## src/debug_reset_ctrl.sv

```systemverilog
`timescale 1ns/100ps

module debug_reset_ctrl #(
  parameter int unsigned DmiDelCycles = 20
) (
  input  logic clk_i,
  input  logic rst_ni,
  input  logic ndmreset_req_i,
  input  logic debug_en_i,
  input  logic debug_req_i,
  output logic sys_rst_no,
  output logic debug_req_o
);

  localparam int unsigned CntW = $clog2(DmiDelCycles + 1);

  logic            comb_rst_n;
  logic [1:0]      sync_q;
  logic [CntW-1:0] del_cnt_q;

  // --------------------------------------------------------------------------
  // System reset
  // --------------------------------------------------------------------------
  // Asserts at once, releases through two flops
  assign comb_rst_n = rst_ni & ~ndmreset_req_i;

  always_ff @(posedge clk_i or negedge comb_rst_n) begin
    if (!comb_rst_n) begin
      sync_q <= 2'b00;
    end else begin
      sync_q <= {sync_q[0], 1'b1};
    end
  end

  assign sys_rst_no = sync_q[1];

  // --------------------------------------------------------------------------
  // Debug start-up window
  // --------------------------------------------------------------------------
  always_ff @(posedge clk_i or negedge rst_ni) begin
    if (!rst_ni) begin
      del_cnt_q <= CntW'(DmiDelCycles);
    end else if (del_cnt_q != '0) begin
      del_cnt_q <= del_cnt_q - 1'b1;
    end
  end

  // Gated while the window runs or debug is off
  assign debug_req_o = (del_cnt_q == '0) && debug_en_i && debug_req_i;

endmodule

```

## config.mk

```make
export PLATFORM = sky130hd
export DESIGN_NAME = debug_reset_ctrl
export DESIGN_NICKNAME = d
export VERILOG_FILES = /design/src/debug_reset_ctrl.sv
export SDC_FILE = /design/constraint.sdc
export NUM_CORES = 1
export LEC_CHECK = 0
export ABC_AREA = 1
export BUFFER_PORTS_ARGS = -buffer_cell sky130_fd_sc_hd__buf_2
export CAP_MARGIN = 10
export CORE_AREA = 2 2 39 41
export CTS_CLUSTER_DIAMETER = 120
export DETAILED_ROUTE_END_ITERATION = 10
export DIE_AREA = 0 0 41 43
export PLACE_DENSITY = 0.54
export REMOVE_ABC_BUFFERS = 1
export SYNTH_ARGS = -nofsm -noshare
export SYNTH_HDL_FRONTEND = slang
export SYNTH_SLANG_ARGS = --single-unit
```

## constraint.sdc

```tcl
create_clock -name clk_i -period 3 [get_ports clk_i]
set_input_delay 0.15 -clock clk_i [delete_from_list [all_inputs] [get_ports clk_i]]
set_output_delay 0.15 -clock clk_i [all_outputs]
set_load 0.1 [all_outputs]
```

==> summary by stage, run 1 <==
Status
The run finished with clean final reports.

Finish
The repair_antennas step left the layout with diodes totalling 0. The number of nets at the end of the flow is 62. The share of layout cells above drive strength 1 is 0.352. The area of all placed cells without fillers is between 400 and 500 sq um.

The relative area change from synthesis to final layout is 25.9%. The layout filler cell count is roughly 150.

GRT
The number of antenna violations at the first check in global routing came to 0. The first global-routing pass estimated between 1000 and 1500 um of wire. The total congestion overflow after global routing is 0. The largest net degree at the start of global routing is 7. The total global-route track usage is 0.0892. The via count of the first global-routing pass was 293.

Synthesis
The post-synthesis cell type count is 14. Ranked by total cell area, the synthesized netlist is headed by sky130_fd_sc_hd__dfrtp_1 (34%), sky130_fd_sc_hd__dfstp_2 (14%), sky130_fd_sc_hd__inv_1 (8.1%), sky130_fd_sc_hd__ha_1 (6.7%), sky130_fd_sc_hd__nor2_4 (6.1%). In the synthesized netlist the async set-or-reset flop fraction comes to 1.00. The synthesized-area fraction occupied by ao, oa, aoi and oai cells is 0.0505. The most frequently used flop master after synthesis is sky130_fd_sc_hd__dfrtp_1. The share of the Yosys chip area taken by registers is 0.478. Of the total synthesized cell area, the portion taken by full adders, half adders and majority gates is 0.0673. The average instance in the mapped netlist occupies 8.85 sq um. By area, the combinational part of the netlist is dominated by simple AND/OR/NAND/NOR gates. Of the post-synthesis cell area, the part taken by muxes is 0.

Counting flops and latches in the post-synthesis netlist gives 7. In the synthesized netlist, the cells that appear most often are sky130_fd_sc_hd__inv_1 (8), sky130_fd_sc_hd__dfrtp_1 (5), sky130_fd_sc_hd__nand2_1 (5), sky130_fd_sc_hd__nor2_1 (5), sky130_fd_sc_hd__nand3_1 (4). After synthesis the cells add up to between 300 and 400 sq um.

Counting every instance in the synthesized netlist gives between 40 and 50. The area fraction in and, or, nand and nor cells after synthesis is 0.313. During synthesis, Yosys emitted a total of 0 warnings. Of the post-synthesis cell area, the dominant cell type holds 0.337. The dominant cell by count in the synthesized netlist is sky130_fd_sc_hd__inv_1. The synthesized design contains 0 enable-type register cells.

The biggest area contributor in the post-synthesis netlist is sky130_fd_sc_hd__dfrtp_1. Of the total synthesized cell area, the portion taken by XOR and XNOR cells is 0.

CTS
The later-pin clock latency in the skew report is 240 ps. The clock root buffer master is sky130_fd_sc_hd__clkbuf_4. Buffers inserted during clock tree synthesis total 3. Clock-pin slew was measured on the worst setup and hold paths at about 50 ps. The tree built by TritonCTS fans out to 7 sinks. The CTS tree is yes. The H-tree level count is 1.

In this run the post-CTS setup repair buffer count came out at 0. Counting along the longest clock path gives a buffer depth of 2.

Setup path
STA puts the critical path data arrival time at about 1700 ps. Counting cells, the worst reg-to-reg path comes to 7. The data required time at the worst endpoint is around 2900 ps. The dominant cell type by count on the critical path is sky130_fd_sc_hd__inv_1. The critical path class is reg -> out. Walking the worst path, the cells encountered are inv_1 -> ha_1 -> inv_1 -> nor2_4 -> nand2_4 -> nor2_1 -> buf_2. For this design, the slowest cell found on the critical path is sky130_fd_sc_hd__buf_2. The worst-path maximum fanout is 6. In this run the worst setup path begins at del_cnt_q[0]. STA classifies the critical path endpoint as an output port. The beginning of the worst register-to-register path is del_cnt_q[0]. The type of origin of the critical path is a flop.

In this run the critical register-to-register path is captured at del_cnt_q[0]. The delay of the slowest critical-path stage is 420 ps. Setup slack on the worst reg-to-reg path comes out at 1850 ps.

Die
The row count is 14. For this configuration, the core starts out at a cell density of 0.269. The floorplan die width is ~41 um.

The vertical die dimension is 43 um. The number of primary I/O pins is 7. The floorplan step defined a core boundary enclosing ~1400 sq um.

The die covers ~1800 sq um.

Drt
Dividing the detail-routed via count by the number of cells gives 4.04. For this run, the detailed router's first-pass iteration total came to 1. After the first detailed-routing iteration, the DRC count stood at 0. The detailed router placed between 200 and 300 vias in this run.

The post-detailed-route wirelength per cell is between 8 and 9 um. In this run the remaining antenna-violating nets after routing total 0. The routed design has about 570 um of wire.

For this run, design rule violations remaining after detail routing come to 0.

Place
The congestion estimate from routability-driven global placement came to about 0.7. The worst slack at placement is 1420 ps. Port buffering added 6 buffers. After legalization and detailed placement, the total HPWL measured between 400 and 500 um.

The total placed instance area is ~420 sq um.

STA
The hold slack is roughly 260 ps. Setup repair after global routing left no endpoint under its margin. The setup total negative slack is 0 ps. The achievable frequency is around 0.55 GHz. The slack of the critical path is 1170 ps. The final count of pins violating max slew is 0. Clock skew on the completed layout was measured at around 1.7 ps. The minimum period implied by the final worst setup slack is roughly 1800 ps. Of the available clock period, the critical path in the final layout requires 0.611. The number of setup violations in the final report is 0. The count of endpoints failing hold in the final timing report was 0.

Hold path
The path category of the worst min-delay check is in -> async.

Power and ir drop
The power per cell area is roughly 420 nW/um^2. The reported leakage power is ~0.24 nW. The peak supply drop is approximately 0.00015 V.

Flow run
The count of max-cap constraint violations is 0.
==> critical path: cells and delay by family, from the launching register on <==
| kind | cells | cell delay [ps] |
|---|---|---|
| and+or+nand+nor | 3 | 290 |
| DFF | 1 | 370 |
| buffers and inverters | 3 | 600 |
| adders and majority gates | 1 | 170 |
==> kinds of logic after synthesis <==
kind of cell,count (synthesis)
simple gates,21
other cells,1
buf+inv,8
flops,7
fa+ha+maj,2
compound gates,3
==> flip-flops by register name, summed over array words and instances, names as in the netlist <==
| signal | flops |
|---|---|
| sync_q | 2 |
| del_cnt_q | 5 |
==> timing repair <==
item,in CTS,in global routing
hold buffers,2,0
gates resized for setup,0,0
endpoints found under the hold margin,7,0
==> report_power, final <==
group | switching, W | leakage (nW) | total (W) | internal [W]
logic | 0.0000141 | 0.143 | 0.0000191 | 0.00000499
registers | 0.000000327 | 0.0870 | 0.0000964 | 0.0000961
clock network | 0.0000313 | 0.0150 | 0.0000818 | 0.0000505
total | 0.0000457 | 0.245 | 0.000197 | 0.000152
==> layer usage <==
| layer | track usage | part of all wire | up-vias |
|---|---|---|---|
| met2 | 0.125 | 0.47 | 4 |
| met3 | 0.0157 | 0.042 | 0 |
| met4 | 0.0600 | 0 | 0 |
| met5 | 0 | 0 | - |
| met1 | 0.119 | 0.48 | 129 |
| li1 | - | - | 150 |
==> stage by stage <==
step	cells	util	power [W]
after floorplan	42	-	0.000110
after global placement	64	0.305	0.000115
after detailed placement	64	0.305	0.000115
after CTS	70	0.338	0.000204
after global routing	70	0.338	0.000212
final	70	0.338	0.000197
==> worst max-delay path by stage <==
stage | slack (ps) | depth (start not counted) | to
floorplan | 730 | 6 | debug_req_o
global placement | 1420 | 7 | debug_req_o
detailed placement | 1420 | 7 | debug_req_o
CTS | 1140 | 7 | debug_req_o
global route | 1010 | 7 | debug_req_o
finish | 1170 | 7 | debug_req_o
==> layout make-up <==
type	count	area, sq um	share of cell area
Sequential cell	7	178	0.380
Multi-Input combinational cell	27	164	0.350
Timing Repair Buffer	8	50.0	0.107
Clock buffer	4	26.3	0.0561
Inverter	8	30.0	0.0642
Tap cell	16	20.0	0.0428
==> layout by cell type (no fill, tap or decap), drive strengths merged <==
master and count:
a21oi 2, buf 6, clkbuf 4, conb 1
dfrtp 5, dfstp 2, dlygate4sd3 2, ha 2
inv 8, nand2 8, nand3 4, nor2 9
o21ai 1
Power figures use the tool's default switching activity.
==> inputs of run 2 (changes only) <==
- ABC_AREA: 1 -> 0
- PLACE_DENSITY: 0.54 -> 0.51
- clock period: 3 -> 1.6 ns (I/O delays scaled with it)
==> summary by stage, run 2 <==
GRT
The most heavily used metal layer in global routing is met2 (unchanged). The number of antenna violations at the first check in global routing is 0 (unchanged). The via count of the first global-routing pass is 281 (was 293). The largest net degree at the start of global routing came to 7 (unchanged). The total congestion overflow after global routing is 0 (unchanged).

The global-route wire length before repair is 1140 um (was 1060 um). The global routing usage on met1 is 0.100 (was 0.119). The total global-route track usage came to 0.106 (was 0.0892). The met3 capacity usage during global routing is 0.0524 (was 0.0157).

The met2 track demand over resource was 0.153 (was 0.125).

Synthesis
The total of warnings raised by yosys is 0 (unchanged). The most frequently used flop master after synthesis is sky130_fd_sc_hd__dfrtp_1 (unchanged). The area share of the leading cell type in the synthesized netlist was 0.388 (was 0.337). The netlist area before placement was 323 sq um (was 372 sq um). The post-synthesis cell type count is 17 (was 14).

The dominant cell by count in the synthesized netlist was sky130_fd_sc_hd__dfrtp_1 (was sky130_fd_sc_hd__inv_1). The number of synthesized register bits is 7 (unchanged). The count of flip-flops with a built-in enable after synthesis came to 0 (unchanged). The synthesized netlist cell count was 28 (was 42). Synth cell count leaders: sky130_fd_sc_hd__dfrtp_1 (5), sky130_fd_sc_hd__inv_1 (4) (was sky130_fd_sc_hd__inv_1 (8), sky130_fd_sc_hd__dfrtp_1 (5), sky130_fd_sc_hd__nand2_1 (5), sky130_fd_sc_hd__nor2_1 (5), sky130_fd_sc_hd__nand3_1 (4)). The top cell type by total area after synthesis is sky130_fd_sc_hd__dfrtp_1 (unchanged). The post-synthesis area per instance is 11.5 sq um (was 8.85 sq um). The portion of the post-synthesis area used by sequential elements was 0.550 (was 0.478). The share of async-settable or async-resettable flops after synthesis is 1.00 (unchanged). Top area cells in the synthesized netlist: sky130_fd_sc_hd__dfrtp_1 (39%), sky130_fd_sc_hd__dfstp_2 (16%), sky130_fd_sc_hd__ha_1 (7.8%), sky130_fd_sc_hd__nor3_2 (6.2%), sky130_fd_sc_hd__inv_1 (4.7%) (was sky130_fd_sc_hd__dfrtp_1 (34%), sky130_fd_sc_hd__dfstp_2 (14%), sky130_fd_sc_hd__inv_1 (8.1%), sky130_fd_sc_hd__ha_1 (6.7%), sky130_fd_sc_hd__nor2_4 (6.1%)).

Drt
The post-detailed-route wirelength per cell is 9.38 um (was 8.09 um). The first-pass detailed-route iteration total is 1 (unchanged). The number of antenna-violating nets in the routed design is 0 (unchanged).

The iteration-0 DRC count of the detailed router is 0 (unchanged). The per-cell via count in the routed design is 4.18 (was 4.04). The aggregate routed wire length is 610 um (was 566 um). The vias after detailed routing is 272 (was 283).

The number of design rule violations left after detail routing is 0 (unchanged).

STA
The count of endpoints failing hold in the final timing report was 0 (unchanged). The setup total negative slack is 0 ps (unchanged). The final worst-path cycle share is 0.961. The final count of pins violating max slew is 0 (unchanged). The setup skew after layout came to 6.42 ps (was 1.73 ps). The number of setup violations in the final report is 0 (unchanged).

The achievable frequency is approximately 0.65 GHz. The minimum period implied by the final worst setup slack is between 1500 and 2000 ps. RSZ-0062 raised after global routing: yes (was no).

Setup path
The cell with the biggest individual delay on the critical path was sky130_fd_sc_hd__dfrtp_1 (was sky130_fd_sc_hd__buf_2). The data required time at the worst endpoint came to 1520 ps (was 2850 ps). The arrival time at the worst endpoint is 1460 ps (was 1680 ps). The type of origin of the critical path is a flop (unchanged). The critical path endpoint category is an output port (unchanged). The delay of the slowest critical-path stage is 380 ps (was 420 ps). The worst-path maximum fanout is 2 (was 6). The buffers plus inverters on the worst setup path was 2 (was 3). The kind of cell adding the most delay to the critical path is simple AND/OR/NAND/NOR gates (was buffers and inverters).

The critical path class was reg -> out (unchanged). Sequence of cells on the critical path: inv_2 -> ha_4 -> nand2b_4 -> nor3_4 -> and3_4 -> buf_12 (was inv_1 -> ha_1 -> inv_1 -> nor2_4 -> nand2_4 -> nor2_1 -> buf_2).

Die
The effective utilization at floorplan is 0.233 (was 0.269). The number of primary I/O pins is 7 (unchanged). The die area is 1760 sq um (unchanged). The vertical die dimension is 43 um (unchanged). The area of the core is 1380 sq um (unchanged).

The row count is 14 (unchanged). The floorplan die width is 41 um (unchanged).

Finish
The number of antenna diodes came to 0 (unchanged). The core utilization of the finished layout was 0.386 (was 0.338). The relative area change from synthesis to final layout is 65.5% (was 25.9%). Largest registers: del_cnt_q x5, sync_q x2 (unchanged). The number of nets at the end of the flow was 57 (was 62). The register with the most flip-flops was del_cnt_q (unchanged).

Commonest cells after routing, fill and taps aside: sky130_fd_sc_hd__buf_4 (9), sky130_fd_sc_hd__dfrtp_1 (5), sky130_fd_sc_hd__buf_2 (5), sky130_fd_sc_hd__clkbuf_4 (3) (was sky130_fd_sc_hd__inv_1 (8), sky130_fd_sc_hd__buf_2 (6), sky130_fd_sc_hd__nor2_1 (5), sky130_fd_sc_hd__nand2_1 (5), sky130_fd_sc_hd__dfrtp_1 (5)). The flip-flop count of the largest register after layout came to 5 (unchanged). The share of layout cells above drive strength 1 is 0.571 (was 0.352). The most common cell after layout, fill and taps aside is sky130_fd_sc_hd__buf_4 (was sky130_fd_sc_hd__inv_1).

Hold path
The path category of the worst min-delay check was in -> async (unchanged).

Place
The final weighted congestion in routability-driven placement is 0.672 (was 0.681). The sum of net half-perimeters after detailed placement is 369 um (was 447 um). The number of I/O port buffers came to 6 (unchanged).

Power and ir drop
The overall power came to 0.000384 W (was 0.000197 W). The peak supply drop is 0.000464 V (was 0.000150 V). The power per cell area was 719 nW/um^2 (was 422 nW/um^2).

The reported leakage power is 0.264 nW (was 0.245 nW).

CTS
The later-pin clock latency in the skew report came to 260 ps (was 240 ps). The clock sink count came to 7 (unchanged). The H-tree level count is 1 (unchanged).

The number of clock buffers inserted by TritonCTS is 3 (unchanged). The clock root buffer master is sky130_fd_sc_hd__clkbuf_4 (unchanged). The maximum buffer depth of the clock tree is 2 (unchanged). The CTS tree is yes (unchanged). The clock transition at the registers of the reported paths came to 60 ps (was 50 ps).

Status
Status: completed (unchanged).

Flow run
The count of max-cap constraint violations was 0 (unchanged).
-- run 2: area by class of cell --
cell class | count | area, sq um
fill | 148 | 850
inverter | 4 | 15.0
clock buffer | 3 | 22.5
timing repair buffer | 17 | 133
sequential | 7 | 178
multi-input combinational | 17 | 161
clock inverter | 1 | 5.00
tap | 16 | 20.0
-- run 2: stage by stage --
stage | std cells | instance area, sq um | worst slack [ps] | hold slack (ps)
final | 65 | 534 | 61.6 | 161
after global routing | 65 | 534 | -15.9 | 175
after CTS | 61 | 504 | -1.53 | 157
after detailed placement | 51 | 395 | 192 | -95.6
after global placement | 51 | 395 | 174 | -93.4
after floorplan | 28 | 323 | -227 | -216
-- run 2: routing by layer --
layer | wire, um | part of all wire | up-vias
met1 | 228 | 0.37 | 130
met2 | 324 | 0.53 | 7
met3 | 36 | 0.059 | 2
met5 | 0 | 0 | -
li1 | - | - | 133
met4 | 21 | 0.034 | 0
-- run 2: cells by family (layout without fill, tap and decap cells) --
kind of cell               Yosys count  after routing  synth area share
DFF                                  7              7             0.550
AOI/OAI and AO/OA                    4              4            0.0775
muxes                                1              1            0.0310
and+or+nand+nor                      8              8             0.178
other                                1              1            0.0116
adders and majority gates            2              2            0.0775
buffers and inverters                4             25            0.0465
xor gates and xnor gates             1              1            0.0271
-- run 2: where the power goes --
| part | switching [W] | internal [W] | total (W) | leakage, nW |
|---|---|---|---|---|
| Sequential | 0.000000633 | 0.000180 | 0.000181 | 0.0870 |
| Clock | 0.0000703 | 0.0000915 | 0.000162 | 0.0177 |
| Combinational | 0.0000266 | 0.0000148 | 0.0000415 | 0.159 |
| Total | 0.0000975 | 0.000286 | 0.000384 | 0.264 |
-- run 2: worst reg2reg max path: stages (launching register included) --
cell and delay [ps]:
sky130_fd_sc_hd__dfrtp_1 380, sky130_fd_sc_hd__inv_2 80, sky130_fd_sc_hd__buf_4 100, sky130_fd_sc_hd__buf_4 90
sky130_fd_sc_hd__ha_1 170, sky130_fd_sc_hd__or3b_1 390, sky130_fd_sc_hd__nor3_2 110, sky130_fd_sc_hd__a21o_1 100
-- run 2: worst paths after layout --
path / endpoint / startpoint / slack [ps] / depth (start not counted)
min reg2reg: sync_q[1] / sync_q[0] / 350 / 0
max: debug_req_o / del_cnt_q[0] / 60 / 6
max in group asynchronous: sync_q[0] / rst_ni / 1070 / 3
max reg2reg: del_cnt_q[4] / del_cnt_q[1] / 120 / 7
min: del_cnt_q[3] / rst_ni / 160 / 2
min in group clk_i: sync_q[1] / sync_q[0] / 350 / 0
-- run 2: repair_timing --
action                                  CTS  global route
endpoints found under the setup margin    1             1
pin swaps                                 3             3
buffers inserted                          4             4
gates resized for setup                   7             0
hold endpoints to repair                  7             0
hold buffers                              2             0
==> inputs of run 3 (changes only) <==
- PLACE_DENSITY: 0.51 -> default
- PLACE_DENSITY_LB_ADDON: default -> 0.3
- SLEW_MARGIN: default -> 20
==> summary by stage, run 3 (synthesis gave the netlist of run 2 again) <==
Status
Status: completed (unchanged).

STA
The achievable frequency was 0.651 GHz (was 0.650 GHz). The minimum period implied by the final worst setup slack was 1540 ps (about the same). The count of endpoints failing hold in the final timing report came to 0 (unchanged).

The slack of the critical path was 63.5 ps (was 61.6 ps). The setup skew after layout came to 1.75 ps (was 6.42 ps). The hold slack is 172 ps (was 161 ps). The setup total negative slack is 0 ps (unchanged). RSZ-0062 raised after global routing: yes (unchanged). The number of setup violations in the final report is 0 (unchanged).

The final worst-path cycle share is 0.960 (was 0.961). The final count of pins violating max slew is 0 (unchanged).

Drt
The number of antenna-violating nets in the routed design was 0 (unchanged). The iteration-0 DRC count of the detailed router is 1 (was 0). The per-cell via count in the routed design came to 4.05 (was 4.18).

The vias after detailed routing is 259 (was 272). The post-detailed-route wirelength per cell is 9.39 um (was 9.38 um). The first-pass detailed-route iteration total is 2 (was 1). The aggregate routed wire length is 601 um (was 610 um). The number of design rule violations left after detail routing is 0 (unchanged).

Finish
The post-route non-filler standard cell count is 64 (was 65). The flip-flop count of the largest register after layout is 5 (unchanged). The share of layout cells above drive strength 1 is 0.563 (was 0.571). The storage element area came to 178 sq um (unchanged). The layout filler cell count came to 144 (was 148). The most common cell after layout, fill and taps aside is sky130_fd_sc_hd__buf_4 (unchanged). The number of nets at the end of the flow came to 56 (was 57). The number of antenna diodes is 0 (unchanged). Largest registers: del_cnt_q x5, sync_q x2 (unchanged).

The relative area change from synthesis to final layout is 63.2% (was 65.5%). The register with the most flip-flops is del_cnt_q (unchanged). Commonest cells after routing, fill and taps aside: sky130_fd_sc_hd__buf_4 (8), sky130_fd_sc_hd__dfrtp_1 (5), sky130_fd_sc_hd__buf_2 (5), sky130_fd_sc_hd__clkbuf_4 (3) (was sky130_fd_sc_hd__buf_4 (9), sky130_fd_sc_hd__dfrtp_1 (5), sky130_fd_sc_hd__buf_2 (5), sky130_fd_sc_hd__clkbuf_4 (3)). The multi-input combinational cell area came to 161 sq um (unchanged).

Die
The row count is 14 (unchanged). The number of primary I/O pins was 7 (unchanged). The effective utilization at floorplan is 0.233 (unchanged). The floorplan die width came to 41 um (unchanged).

The die area was 1760 sq um (unchanged). The area of the core is 1380 sq um (unchanged). The vertical die dimension is 43 um (unchanged).

Setup path
The kind of cell adding the most delay to the critical path is simple AND/OR/NAND/NOR gates (unchanged). The arrival time at the worst endpoint came to 1460 ps (about the same). The worst-path maximum fanout was 2 (unchanged). The cell with the biggest individual delay on the critical path is sky130_fd_sc_hd__dfrtp_1 (unchanged). The critical path class is reg -> out (unchanged).

The type of origin of the critical path was a flop (unchanged). The delay of the slowest critical-path stage was 390 ps (was 380 ps). The data required time at the worst endpoint is 1520 ps (about the same). Sequence of cells on the critical path: inv_2 -> ha_4 -> nand2b_4 -> nor3_4 -> and3_4 -> buf_12 (unchanged).

The buffers plus inverters on the worst setup path is 2 (unchanged). The critical path endpoint category was an output port (unchanged).

CTS
The later-pin clock latency in the skew report is 250 ps (was 260 ps). The clock sink count is 7 (unchanged). The CTS tree was yes (unchanged). The clock transition at the registers of the reported paths is 60 ps (about the same). The H-tree level count is 1 (unchanged).

The clock root buffer master was sky130_fd_sc_hd__clkbuf_4 (unchanged). The maximum buffer depth of the clock tree was 2 (unchanged). The number of clock buffers inserted by TritonCTS is 3 (unchanged).

Power and ir drop
The power per cell area is 733 nW/um^2 (was 719 nW/um^2). The reported leakage power is 0.261 nW (was 0.264 nW). The peak supply drop is 0.000526 V (was 0.000464 V).

Hold path
The path category of the worst min-delay check is in -> async (unchanged).

Place
The sum of net half-perimeters after detailed placement was 372 um (was 369 um). The worst slack at placement is 178 ps (was 192 ps). The final weighted congestion in routability-driven placement is 0.660 (was 0.672).

The number of I/O port buffers is 6 (unchanged). The post-placement cell count is 51 (unchanged).

GRT
The largest net degree at the start of global routing is 7 (unchanged). The global-route wire length before repair is 1140 um (unchanged). The total congestion overflow after global routing came to 0 (unchanged). The number of antenna violations at the first check in global routing is 0 (unchanged). The total global-route track usage is 0.0987 (was 0.106).

The via count of the first global-routing pass is 297 (was 281).

Flow run
The count of max-cap constraint violations is 0 (unchanged).
[run 3: cell types whose count changed in the layout (fill, tap and decap cells not counted)]
| cell | previous run | this run |
|---|---|---|
| sky130_fd_sc_hd__buf_4 | 9 | 8 |
[run 3: layout make-up]
| class | instances | area share |
|---|---|---|
| Clock inverter | 1 | 0.00950 |
| Clock buffer | 3 | 0.0428 |
| Sequential cell | 7 | 0.337 |
| Tap cell | 16 | 0.0380 |
| Multi-Input combinational cell | 17 | 0.306 |
| Timing Repair Buffer | 16 | 0.238 |
| Inverter | 4 | 0.0285 |
[run 3: worst paths after layout]
| path | slack, ps | depth (start not counted) | to | startpoint |
|---|---|---|---|---|
| worst min-delay path | 170 | 2 | del_cnt_q[1] | rst_ni |
| worst max-delay path | 60 | 6 | debug_req_o | del_cnt_q[1] |
| worst min register to register | 360 | 0 | sync_q[1] | sync_q[0] |
| worst max register to register | 200 | 6 | del_cnt_q[4] | del_cnt_q[1] |
| min in group clk_i | 360 | 0 | sync_q[1] | sync_q[0] |
| max in group asynchronous | 1050 | 3 | sync_q[1] | rst_ni |
[run 3: stage by stage]
stage          power (W)  utilization  cell area, sq um
2_1_floorplan   0.000205            -               323
3_3_place_gp    0.000220        0.286               395
3_5_place_dp    0.000220        0.286               395
4_1_cts         0.000394        0.370               512
5_1_grt         0.000405        0.381               527
6_report        0.000386        0.381               527
[run 3: repair_timing]
item                       in CTS  in global routing
pin swaps                       3                  2
setup buffers                   5                  2
resized for setup               7                  0
hold endpoints to repair        7                  0
gates cloned                    0                  0
hold buffers                    2                  0
setup endpoints to repair       1                  1
[run 3: report_power, final]
| part | switching [W] | internal [W] |
|---|---|---|
| Combinational | 0.0000265 | 0.0000149 |
| Clock | 0.0000723 | 0.0000916 |
| Sequential | 0.000000666 | 0.000180 |
| Total | 0.0000995 | 0.000286 |
[run 3: worst register-to-register path, stage by stage, from the launching register on]
cell	delay [ps]
sky130_fd_sc_hd__dfrtp_1	390
sky130_fd_sc_hd__inv_2	90
sky130_fd_sc_hd__buf_4	110
sky130_fd_sc_hd__ha_1	160
sky130_fd_sc_hd__or3b_1	380
sky130_fd_sc_hd__nor3_2	120
sky130_fd_sc_hd__a21o_1	100
[run 3: layer usage]
layer	global-route usage	share of wire
met1	0.107	0.41
met3	0.0314	0.023
met4	0.0600	0
met2	0.156	0.56
met5	0	0
